$ cat config.mk
export PLATFORM = sky130hd
export DESIGN_NAME = pkt_stats_top
export DESIGN_NICKNAME = d
export VERILOG_FILES = /design/src/pkt_stats_pkg.sv /design/src/csr_bus_arbiter.sv /design/src/csr_host_port.sv /design/src/pkt_event_counters.sv /design/src/pkt_stats_top.sv
export VERILOG_INCLUDE_DIRS = /design/src
export SDC_FILE = /design/constraint.sdc
export NUM_CORES = 2
export LEC_CHECK = 0
export ABC_AREA = 1
export CORE_MARGIN = 2
export CORE_UTILIZATION = 55
export DETAILED_ROUTE_END_ITERATION = 16
export DONT_BUFFER_PORTS = 1
export PLACE_DENSITY = 0.73
export SLEW_MARGIN = 20
export SYNTH_ARGS = -nofsm -noshare
export SYNTH_HDL_FRONTEND = slang
export SYNTH_SLANG_ARGS = --single-unit
$ cat constraint.sdc
create_clock -name clk -period 3.4 [get_ports clk]
set_input_delay 0.51 -clock clk [delete_from_list [all_inputs] [get_ports clk]]
set_output_delay 0.51 -clock clk [all_outputs]
set_load 0.01 [all_outputs]
$ cat src/pkt_stats_params.svh
// sizing macros for the packet statistics block
// lane count, register bus widths and testbench run length
`ifndef PKT_STATS_PARAMS_SVH
`define PKT_STATS_PARAMS_SVH

// ---------------------------------------------------------------------------
// receive side
// ---------------------------------------------------------------------------
// number of receive checker lanes
`define NUM_RX_LANES 4
// bits needed to hold one cycle's lane sum, 0 .. NUM_RX_LANES
`define LANE_SUM_W ($clog2(`NUM_RX_LANES + 1))

// ---------------------------------------------------------------------------
// register bus
// ---------------------------------------------------------------------------
`define CSR_DATA_W 32
// msb selects the high word, the rest selects the counter
`define CSR_ADDR_W 4

// ---------------------------------------------------------------------------
// testbench timeout: rows * cycles per row + margin
// ---------------------------------------------------------------------------
`define TB_CYCLES_PER_ROW 40
`define TB_TIMEOUT_MARGIN 100

`endif

$ cat src/pkt_stats_pkg.sv
// register bus operations, counter register addresses and host port states
package pkt_stats_pkg;

	// operations carried on the shared register bus
	typedef enum logic [1:0] {
		op_read     = 2'd0,
		op_write    = 2'd1,
		op_snapshot = 2'd2
	} csr_op_e;

	// low words first, high words at the same offset plus 8
	typedef enum logic [3:0] {
		addr_tx_sop_lo     = 4'd0,
		addr_tx_eop_lo     = 4'd1,
		addr_tx_pkt_lo     = 4'd2,
		addr_rx_sop_lo     = 4'd3,
		addr_rx_eop_lo     = 4'd4,
		addr_rx_pkt_lo     = 4'd5,
		addr_rx_crc_ok_lo  = 4'd6,
		addr_rx_crc_err_lo = 4'd7,
		addr_tx_sop_hi     = 4'd8,
		addr_tx_eop_hi     = 4'd9,
		addr_tx_pkt_hi     = 4'd10,
		addr_rx_sop_hi     = 4'd11,
		addr_rx_eop_hi     = 4'd12,
		addr_rx_pkt_hi     = 4'd13,
		addr_rx_crc_ok_hi  = 4'd14,
		addr_rx_crc_err_hi = 4'd15
	} cnt_addr_e;

	// four-phase host handshake
	typedef enum logic [1:0] {
		hs_idle       = 2'd0,
		hs_wait_grant = 2'd1,
		hs_wait_data  = 2'd2,
		hs_ack        = 2'd3
	} hs_state_e;

endpackage

$ cat src/csr_bus_arbiter.sv
// two-way round-robin arbiter driving the shared register bus
`timescale 1ns/1ns

module csr_bus_arbiter
	import pkt_stats_pkg::*;
#(
	parameter int DATA_W = 32
) (
	input  logic              clk,
	input  logic              arst_n,
	input  logic              req_mgmt,
	input  logic              req_dbg,
	input  csr_op_e           op_mgmt,
	input  csr_op_e           op_dbg,
	input  cnt_addr_e         addr_mgmt,
	input  cnt_addr_e         addr_dbg,
	input  logic [DATA_W-1:0] wdata_mgmt,
	input  logic [DATA_W-1:0] wdata_dbg,
	output logic              gnt_mgmt,
	output logic              gnt_dbg,
	output logic              cmd_valid,
	output csr_op_e           cmd_op,
	output cnt_addr_e         cmd_addr,
	output logic [DATA_W-1:0] cmd_wdata
);

	// set when debug was served last, so management wins the next tie
	logic last_dbg;

	assign gnt_mgmt  = req_mgmt && (!req_dbg || last_dbg);
	assign gnt_dbg   = req_dbg && !gnt_mgmt;
	assign cmd_valid = gnt_mgmt || gnt_dbg;

	// command mux, management port by default
	assign cmd_op    = gnt_dbg ? op_dbg    : op_mgmt;
	assign cmd_addr  = gnt_dbg ? addr_dbg  : addr_mgmt;
	assign cmd_wdata = gnt_dbg ? wdata_dbg : wdata_mgmt;

	always_ff @(posedge clk or negedge arst_n) begin
		if (!arst_n) begin
			last_dbg <= 1'b1;
		end else if (cmd_valid) begin
			last_dbg <= gnt_dbg;
		end
	end

endmodule

$ cat src/csr_host_port.sv
// four-phase req/ack host port, one host transaction per bus request
`timescale 1ns/1ns

module csr_host_port
	import pkt_stats_pkg::*;
#(
	parameter int DATA_W = 32
) (
	input  logic              clk,
	input  logic              arst_n,
	input  logic              h_req,
	input  csr_op_e           h_op,
	input  cnt_addr_e         h_addr,
	input  logic [DATA_W-1:0] h_wdata,
	output logic              h_ack,
	output logic [DATA_W-1:0] h_rdata,
	output logic              bus_req,
	output csr_op_e           bus_op,
	output cnt_addr_e         bus_addr,
	output logic [DATA_W-1:0] bus_wdata,
	input  logic              bus_gnt,
	input  logic [DATA_W-1:0] rd_data
);

	hs_state_e state;
	hs_state_e state_nxt;
	logic      accept;

	// a new request only once the previous ack has gone
	assign accept  = (state == hs_idle) && h_req && !h_ack;
	assign bus_req = (state == hs_wait_grant);

	always_comb begin
		state_nxt = state;
		case (state)
			hs_idle: begin
				if (accept) begin
					state_nxt = hs_wait_grant;
				end
			end
			hs_wait_grant: begin
				if (bus_gnt) begin
					state_nxt = hs_wait_data;
				end
			end
			hs_wait_data: begin
				state_nxt = hs_ack;
			end
			hs_ack: begin
				if (!h_req) begin
					state_nxt = hs_idle;
				end
			end
			default: begin
				state_nxt = hs_idle;
			end
		endcase
	end

	// ack trails the state by one cycle, so it also falls one cycle late
	always_ff @(posedge clk or negedge arst_n) begin
		if (!arst_n) begin
			state <= hs_idle;
			h_ack <= 1'b0;
		end else begin
			state <= state_nxt;
			h_ack <= (state == hs_ack);
		end
	end

	always_ff @(posedge clk) begin
		if (accept) begin
			bus_op    <= h_op;
			bus_addr  <= h_addr;
			bus_wdata <= h_wdata;
		end
		// bank answers the cycle after the grant
		if (state == hs_wait_data) begin
			h_rdata <= rd_data;
		end
	end

endmodule

$ cat src/pkt_event_counters.sv
// packet event counter bank: lane sums, 64-bit saturating counters,
// register writes, snapshot shadows and registered read data
`timescale 1ns/1ns
`include "pkt_stats_params.svh"

module pkt_event_counters
	import pkt_stats_pkg::*;
(
	input  logic                     clk,
	input  logic                     arst_n,
	input  logic                     tx_sop,
	input  logic                     tx_eop,
	input  logic                     tx_pkt,
	input  logic [`NUM_RX_LANES-1:0] rx_sop,
	input  logic [`NUM_RX_LANES-1:0] rx_eop,
	input  logic [`NUM_RX_LANES-1:0] rx_pkt,
	input  logic [`NUM_RX_LANES-1:0] rx_crc_ok,
	input  logic [`NUM_RX_LANES-1:0] rx_crc_err,
	input  logic                     cmd_valid,
	input  csr_op_e                  cmd_op,
	input  cnt_addr_e                cmd_addr,
	input  logic [`CSR_DATA_W-1:0]   cmd_wdata,
	output logic [`CSR_DATA_W-1:0]   rd_data
);

	localparam int LANES   = `NUM_RX_LANES;
	localparam int SUM_W   = `LANE_SUM_W;
	localparam int DW      = `CSR_DATA_W;
	localparam int IDX_W   = `CSR_ADDR_W - 1;
	localparam int NUM_CNT = 2 ** IDX_W;

	logic [LANES-1:0]  ev_bits [NUM_CNT];
	logic [SUM_W-1:0]  ev_sum  [NUM_CNT];
	logic [DW-1:0]     cnt_lo  [NUM_CNT];
	logic [DW-1:0]     cnt_hi  [NUM_CNT];
	logic [2*DW-1:0]   cnt_inc [NUM_CNT];
	logic [DW-1:0]     shd_lo  [NUM_CNT];
	logic [DW-1:0]     shd_hi  [NUM_CNT];
	logic              cmd_hi;
	logic [IDX_W-1:0]  cmd_idx;
	logic              wr_en;
	logic              snap_en;

	// number of set bits in one cycle's lane vector
	function automatic logic [SUM_W-1:0] lane_sum(input logic [LANES-1:0] bits);
		logic [SUM_W-1:0] acc;
		acc = '0;
		for (int i = 0; i < LANES; i++) begin
			acc = acc + SUM_W'(bits[i]);
		end
		return acc;
	endfunction

	// low half carries into high half, stick at all ones on overflow
	function automatic logic [2*DW-1:0] sat_add(
		input logic [DW-1:0]    hi,
		input logic [DW-1:0]    lo,
		input logic [SUM_W-1:0] inc
	);
		logic [DW:0] lo_sum;
		logic [DW:0] hi_sum;
		lo_sum = {1'b0, lo} + (DW + 1)'(inc);
		hi_sum = {1'b0, hi} + (DW + 1)'(lo_sum[DW]);
		return hi_sum[DW] ? '1 : {hi_sum[DW-1:0], lo_sum[DW-1:0]};
	endfunction

	assign cmd_hi  = cmd_addr[`CSR_ADDR_W-1];
	assign cmd_idx = cmd_addr[IDX_W-1:0];
	assign wr_en   = cmd_valid && (cmd_op == op_write);
	assign snap_en = cmd_valid && (cmd_op == op_snapshot);

	// ------------------------------------------------------------------------
	// event inputs in register address order, tx zero-extended
	// ------------------------------------------------------------------------
	always_comb begin
		ev_bits[0] = LANES'(tx_sop);
		ev_bits[1] = LANES'(tx_eop);
		ev_bits[2] = LANES'(tx_pkt);
		ev_bits[3] = rx_sop;
		ev_bits[4] = rx_eop;
		ev_bits[5] = rx_pkt;
		ev_bits[6] = rx_crc_ok;
		ev_bits[7] = rx_crc_err;
	end

	// first stage: registered lane popcounts
	always_ff @(posedge clk or negedge arst_n) begin
		if (!arst_n) begin
			ev_sum <= '{default: '0};
		end else begin
			for (int i = 0; i < NUM_CNT; i++) begin
				ev_sum[i] <= lane_sum(ev_bits[i]);
			end
		end
	end

	always_comb begin
		for (int i = 0; i < NUM_CNT; i++) begin
			cnt_inc[i] = sat_add(cnt_hi[i], cnt_lo[i], ev_sum[i]);
		end
	end

	// ------------------------------------------------------------------------
	// second stage: live counters
	// ------------------------------------------------------------------------
	// a write loads only the addressed half and drops that cycle's increment
	always_ff @(posedge clk or negedge arst_n) begin
		if (!arst_n) begin
			cnt_lo <= '{default: '0};
			cnt_hi <= '{default: '0};
		end else begin
			for (int i = 0; i < NUM_CNT; i++) begin
				if (wr_en && (cmd_idx == IDX_W'(i))) begin
					if (cmd_hi) begin
						cnt_hi[i] <= cmd_wdata;
					end else begin
						cnt_lo[i] <= cmd_wdata;
					end
				end else begin
					{cnt_hi[i], cnt_lo[i]} <= cnt_inc[i];
				end
			end
		end
	end

	// all counters captured at the same edge
	always_ff @(posedge clk or negedge arst_n) begin
		if (!arst_n) begin
			shd_lo <= '{default: '0};
			shd_hi <= '{default: '0};
		end else if (snap_en) begin
			shd_lo <= cnt_lo;
			shd_hi <= cnt_hi;
		end
	end

	// read data follows cmd_valid by one cycle
	always_ff @(posedge clk) begin
		if (cmd_valid) begin
			rd_data <= cmd_hi ? shd_hi[cmd_idx] : shd_lo[cmd_idx];
		end
	end

endmodule

$ cat src/pkt_stats_top.sv
// packet statistics top: two host ports, bus arbiter and counter bank
`timescale 1ns/1ns
`include "pkt_stats_params.svh"

module pkt_stats_top
	import pkt_stats_pkg::*;
(
	input  logic                     clk,
	input  logic                     arst_n,
	input  logic                     mgmt_req,
	input  csr_op_e                  mgmt_op,
	input  cnt_addr_e                mgmt_addr,
	input  logic [`CSR_DATA_W-1:0]   mgmt_wdata,
	output logic                     mgmt_ack,
	output logic [`CSR_DATA_W-1:0]   mgmt_rdata,
	input  logic                     dbg_req,
	input  csr_op_e                  dbg_op,
	input  cnt_addr_e                dbg_addr,
	input  logic [`CSR_DATA_W-1:0]   dbg_wdata,
	output logic                     dbg_ack,
	output logic [`CSR_DATA_W-1:0]   dbg_rdata,
	input  logic                     tx_sop,
	input  logic                     tx_eop,
	input  logic                     tx_pkt,
	input  logic [`NUM_RX_LANES-1:0] rx_sop,
	input  logic [`NUM_RX_LANES-1:0] rx_eop,
	input  logic [`NUM_RX_LANES-1:0] rx_pkt,
	input  logic [`NUM_RX_LANES-1:0] rx_crc_ok,
	input  logic [`NUM_RX_LANES-1:0] rx_crc_err
);

	// host ports to arbiter
	logic                   mgmt_bus_req;
	csr_op_e                mgmt_bus_op;
	cnt_addr_e              mgmt_bus_addr;
	logic [`CSR_DATA_W-1:0] mgmt_bus_wdata;
	logic                   gnt_mgmt;
	logic                   dbg_bus_req;
	csr_op_e                dbg_bus_op;
	cnt_addr_e              dbg_bus_addr;
	logic [`CSR_DATA_W-1:0] dbg_bus_wdata;
	logic                   gnt_dbg;

	// arbiter to counter bank
	logic                   cmd_valid;
	csr_op_e                cmd_op;
	cnt_addr_e              cmd_addr;
	logic [`CSR_DATA_W-1:0] cmd_wdata;
	logic [`CSR_DATA_W-1:0] rd_data;

	csr_host_port #(.DATA_W(`CSR_DATA_W)) u_port_mgmt (
		.clk       (clk),
		.arst_n    (arst_n),
		.h_req     (mgmt_req),
		.h_op      (mgmt_op),
		.h_addr    (mgmt_addr),
		.h_wdata   (mgmt_wdata),
		.h_ack     (mgmt_ack),
		.h_rdata   (mgmt_rdata),
		.bus_req   (mgmt_bus_req),
		.bus_op    (mgmt_bus_op),
		.bus_addr  (mgmt_bus_addr),
		.bus_wdata (mgmt_bus_wdata),
		.bus_gnt   (gnt_mgmt),
		.rd_data   (rd_data)
	);

	csr_host_port #(.DATA_W(`CSR_DATA_W)) u_port_dbg (
		.clk       (clk),
		.arst_n    (arst_n),
		.h_req     (dbg_req),
		.h_op      (dbg_op),
		.h_addr    (dbg_addr),
		.h_wdata   (dbg_wdata),
		.h_ack     (dbg_ack),
		.h_rdata   (dbg_rdata),
		.bus_req   (dbg_bus_req),
		.bus_op    (dbg_bus_op),
		.bus_addr  (dbg_bus_addr),
		.bus_wdata (dbg_bus_wdata),
		.bus_gnt   (gnt_dbg),
		.rd_data   (rd_data)
	);

	csr_bus_arbiter #(.DATA_W(`CSR_DATA_W)) u_arb (
		.clk        (clk),
		.arst_n     (arst_n),
		.req_mgmt   (mgmt_bus_req),
		.req_dbg    (dbg_bus_req),
		.op_mgmt    (mgmt_bus_op),
		.op_dbg     (dbg_bus_op),
		.addr_mgmt  (mgmt_bus_addr),
		.addr_dbg   (dbg_bus_addr),
		.wdata_mgmt (mgmt_bus_wdata),
		.wdata_dbg  (dbg_bus_wdata),
		.gnt_mgmt   (gnt_mgmt),
		.gnt_dbg    (gnt_dbg),
		.cmd_valid  (cmd_valid),
		.cmd_op     (cmd_op),
		.cmd_addr   (cmd_addr),
		.cmd_wdata  (cmd_wdata)
	);

	pkt_event_counters u_counters (
		.clk        (clk),
		.arst_n     (arst_n),
		.tx_sop     (tx_sop),
		.tx_eop     (tx_eop),
		.tx_pkt     (tx_pkt),
		.rx_sop     (rx_sop),
		.rx_eop     (rx_eop),
		.rx_pkt     (rx_pkt),
		.rx_crc_ok  (rx_crc_ok),
		.rx_crc_err (rx_crc_err),
		.cmd_valid  (cmd_valid),
		.cmd_op     (cmd_op),
		.cmd_addr   (cmd_addr),
		.cmd_wdata  (cmd_wdata),
		.rd_data    (rd_data)
	);

endmodule

==> impl_metrics.toml <==
[outcome]
outcome = "finished, final reports clean"

[power]
p_leak_nw = 37.5
internal_power_mw = 36.9
power.share.switching_pct = 47.5
p_sw_mw = 33.3
p_seq_share_pct = 36.5
comb_power_share_pct = 41.1
peakVddDrop_v = 0.00111
cellPowerDensity_mw_per_mm2 = 863
power.clock.fraction_pct = 22.4

[drt]
num_vias = 74296
antenna_left = 0
dr.pass1.iters = 7
drc_errors = 0
wl_per_cell_um = 25.3
drtIter0Drc = 11285
routed_wl_mm = 308
viasPerCell = 6.11

[grt]
grt_max_degree = 135
track_usage_pct = 45.9
gr-total-overflow = 0
grt_pass1_vias = 67999
antenna_found_initial = 23
grt_pass1_wl_mm = 443

[worst_setup_path]
slowest_stage = "dfrtp_1"
end_kind = "flip-flop"
critPathRequiredTime_ns = 4.13
critical_path_class = "reg2reg"
start_kind = "flip-flop"
cp_max_fo = 7
worstPathArrival_ns = 4.10
critPathBufInv = 4
crit_chain = "ha_4 -> fa_2 -> nand2_2 -> a21oi_2 -> nand2_1 -> nor2_2 -> nand2_1 -> nor2_1 -> nand3_1 -> nor3_4 -> buf_6 -> ha_4 -> nand2_4 -> nor2_4 -> nand2_4 -> nor2_4 -> nand2_2 -> clkinv_4 -> nand2_8 -> inv_8 -> clkbuf_16 -> o21ai_2 -> nand3_1"
slowest_delay_ns = 0.38
path_delay_family = "simple AND/OR/NAND/NOR gates"

[synthesis]
synth.most_common_cell = "nand2_1"
yosysTopAreaCell = "dfrtp_1"
syn_area_mm2 = 0.0701
syn_area_per_cell_um2 = 6.87
yosysWarnings = 0
synthDistinctLibCells = 36
synth_common_cells = "nand2_1, nand3_1, dfrtp_1"
synth.net_count = 10382
yosys-top-cells-area = "dfrtp_1, nand2_1, nand3_1"
seq_area_frac_synth_pct = 44.8
synthFlopType = "dfrtp_1"
synth_async_sr_flop_share_pct = 85.9
synth_top_area_share_pct = 37.4
synthCells = 10214
synth-edff-count = 172
synth_seq_cells = 1221

[timing]
rsz0062_at_grt = "true"
setup_tns_ns = 0
skew_ns = 0.0346
maxSlewViolCount = 0
setup_viol = 0
fin_ws_ns = 0.0266
hold_viol_final = 0
final.min_clock_period_ns = 3.37
worst_pin_slew_ns = 1.20
clock.fmax_mhz = 296
slew_headroom_pct = 19.8
period_share_pct = 99.2

[floorplanning]
die_width_um = 361
dieArea_mm2 = 0.130
io_pins = 169
core_area_mm2 = 0.127
start_util_pct = 55.2
rows = 131
die_h_um = 361

[placed_design]
port_buffers = 0
post-dp-hpwl_mm = 212
pre_cts_ws_ns = -0.332
gp_congestion = 1.04

[clock_tree]
numClockSinks = 1221
htreeDepth = 4
clk_path_buf_depth = 3
cts_buffers = 140
cts-root-buf = "clkbuf_16"
clkTransAtPathRegs_ns = 0.06
cts_tree = "yes"
clk_latency_ns = 0.81

[final_layout]
multi_input_area_mm2 = 0.0346
regArea_mm2 = 0.0314
nFillCells = 11458
nNetsFinal = 10535
post-route-util_pct = 64.0
drive_above_1_share_pct = 8.24
area_delta_synth_final_pct = 15.9

[min_path]
holdCritPathClass = "in2reg"

[run]
drv_cap = 0
==> routing by layer <==
layer  up-vias  wire length, µm  track usage, %
li1      33086                -               -
met2      5021           129000            66.3
met4        24            25900            32.9
met1     35124           115000            59.6
met5         -              379            1.18
met3      1041            37800            12.3
==> registers in the layout (all words and copies together) (netlist names) <==
name,cells
u_counters.cnt_hi,256
u_port_mgmt.h_ack,1
u_counters.cnt_lo,256
u_counters.rd_data,32
u_port_dbg.state,2
u_port_dbg.h_rdata,32
u_port_mgmt.bus_op,2
u_port_mgmt.bus_wdata,32
u_port_dbg.h_ack,1
u_counters.shd_lo,256
u_counters.ev_sum,18
u_port_dbg.bus_op,2
u_port_mgmt.state,2
u_port_mgmt.bus_addr,4
u_counters.shd_hi,256
u_port_dbg.bus_addr,4
u_port_mgmt.h_rdata,32
u_arb.last_dbg,1
u_port_dbg.bus_wdata,32
==> stage by stage <==
stage	instance area (µm²)	hold WS, ns	power [mW]	std cells
2_1_floorplan	70100	0.214	38.0	10214
3_3_place_gp	73600	0.216	51.6	11719
3_5_place_dp	73800	0.216	52.3	11725
4_1_cts	79500	0.0149	68.0	12079
5_1_grt	81300	0.0240	72.5	12147
6_report	81300	0.0363	70.1	12163
==> kinds of logic (layout without fill, tap and decap cells) <==
group                      count (synthesis)  after routing  synth area share [%]
and+or+nand+nor                         6788           6792                  40.1
DFF                                     1221           1221                  44.8
muxes                                      1              1                0.0143
adders and majority gates                 65             65                  1.27
xor gates and xnor gates                  78             78                 0.974
AOI/OAI and AO/OA                        770            770                  5.53
other                                      0             17                     0
buffers and inverters                   1291           1557                  7.32
==> area by class of cell <==
type                    count  area share [%]
inverters                 816            3.81
multi-input cells        7706            42.6
well taps                1662            2.56
flip-flops and latches   1221            38.6
clock inverters            76           0.856
clock buffers             183            4.90
repair inverters            3          0.0246
diodes                     17          0.0523
repair buffers            479            6.56
==> placed cells by master, fill, tap and decap left out, drive strengths merged, types with 198 or more instances in the layout <==
master | synthesis | layout
o21ai | 752 | 752
nand3 | 1414 | 1414
nor2 | 620 | 623
clkbuf | 278 | 198
buf | 197 | 371
inv | 816 | 821
nor3 | 210 | 210
dfrtp | 1048 | 1048
nand2 | 4354 | 4355
==> repair_timing <==
action / in CTS / in global routing
gates cloned: 0 / 25
setup buffers: 1 / 41
resized for setup: 24 / 263
endpoints found under the setup margin: 306 / 652
hold buffers: 94 / 0
pin swaps: 4 / 120
hold endpoints to repair: 228 / 0
==> worst paths after layout <==
path,slack (ns),endpoint,cells past startpoint,start
min,0.04,u_counters.ev_sum[7],2,rx_pkt[2]
max reg2reg,0.03,u_counters.cnt_lo[6],23,u_counters.ev_sum[0]
max,0.03,u_counters.cnt_lo[6],23,u_counters.ev_sum[0]
max in group asynchronous,0.44,u_counters.shd_hi[108],7,arst_n
min in group asynchronous,0.28,u_counters.cnt_hi[182],2,arst_n
min reg2reg,0.46,u_port_dbg.h_rdata[0],0,u_counters.rd_data[0]
==> power groups by stage <==
stage          logic (mW)  registers (mW)  clock network [mW]
2_1_floorplan        14.3            23.7                   0
3_3_place_gp         26.4            25.3                   0
3_5_place_dp         26.9            25.4                   0
4_1_cts              27.1            25.2                15.7
5_1_grt              30.1            26.1                16.3
6_report             28.8            25.6                15.7
(Power assumes the default switching activity.)
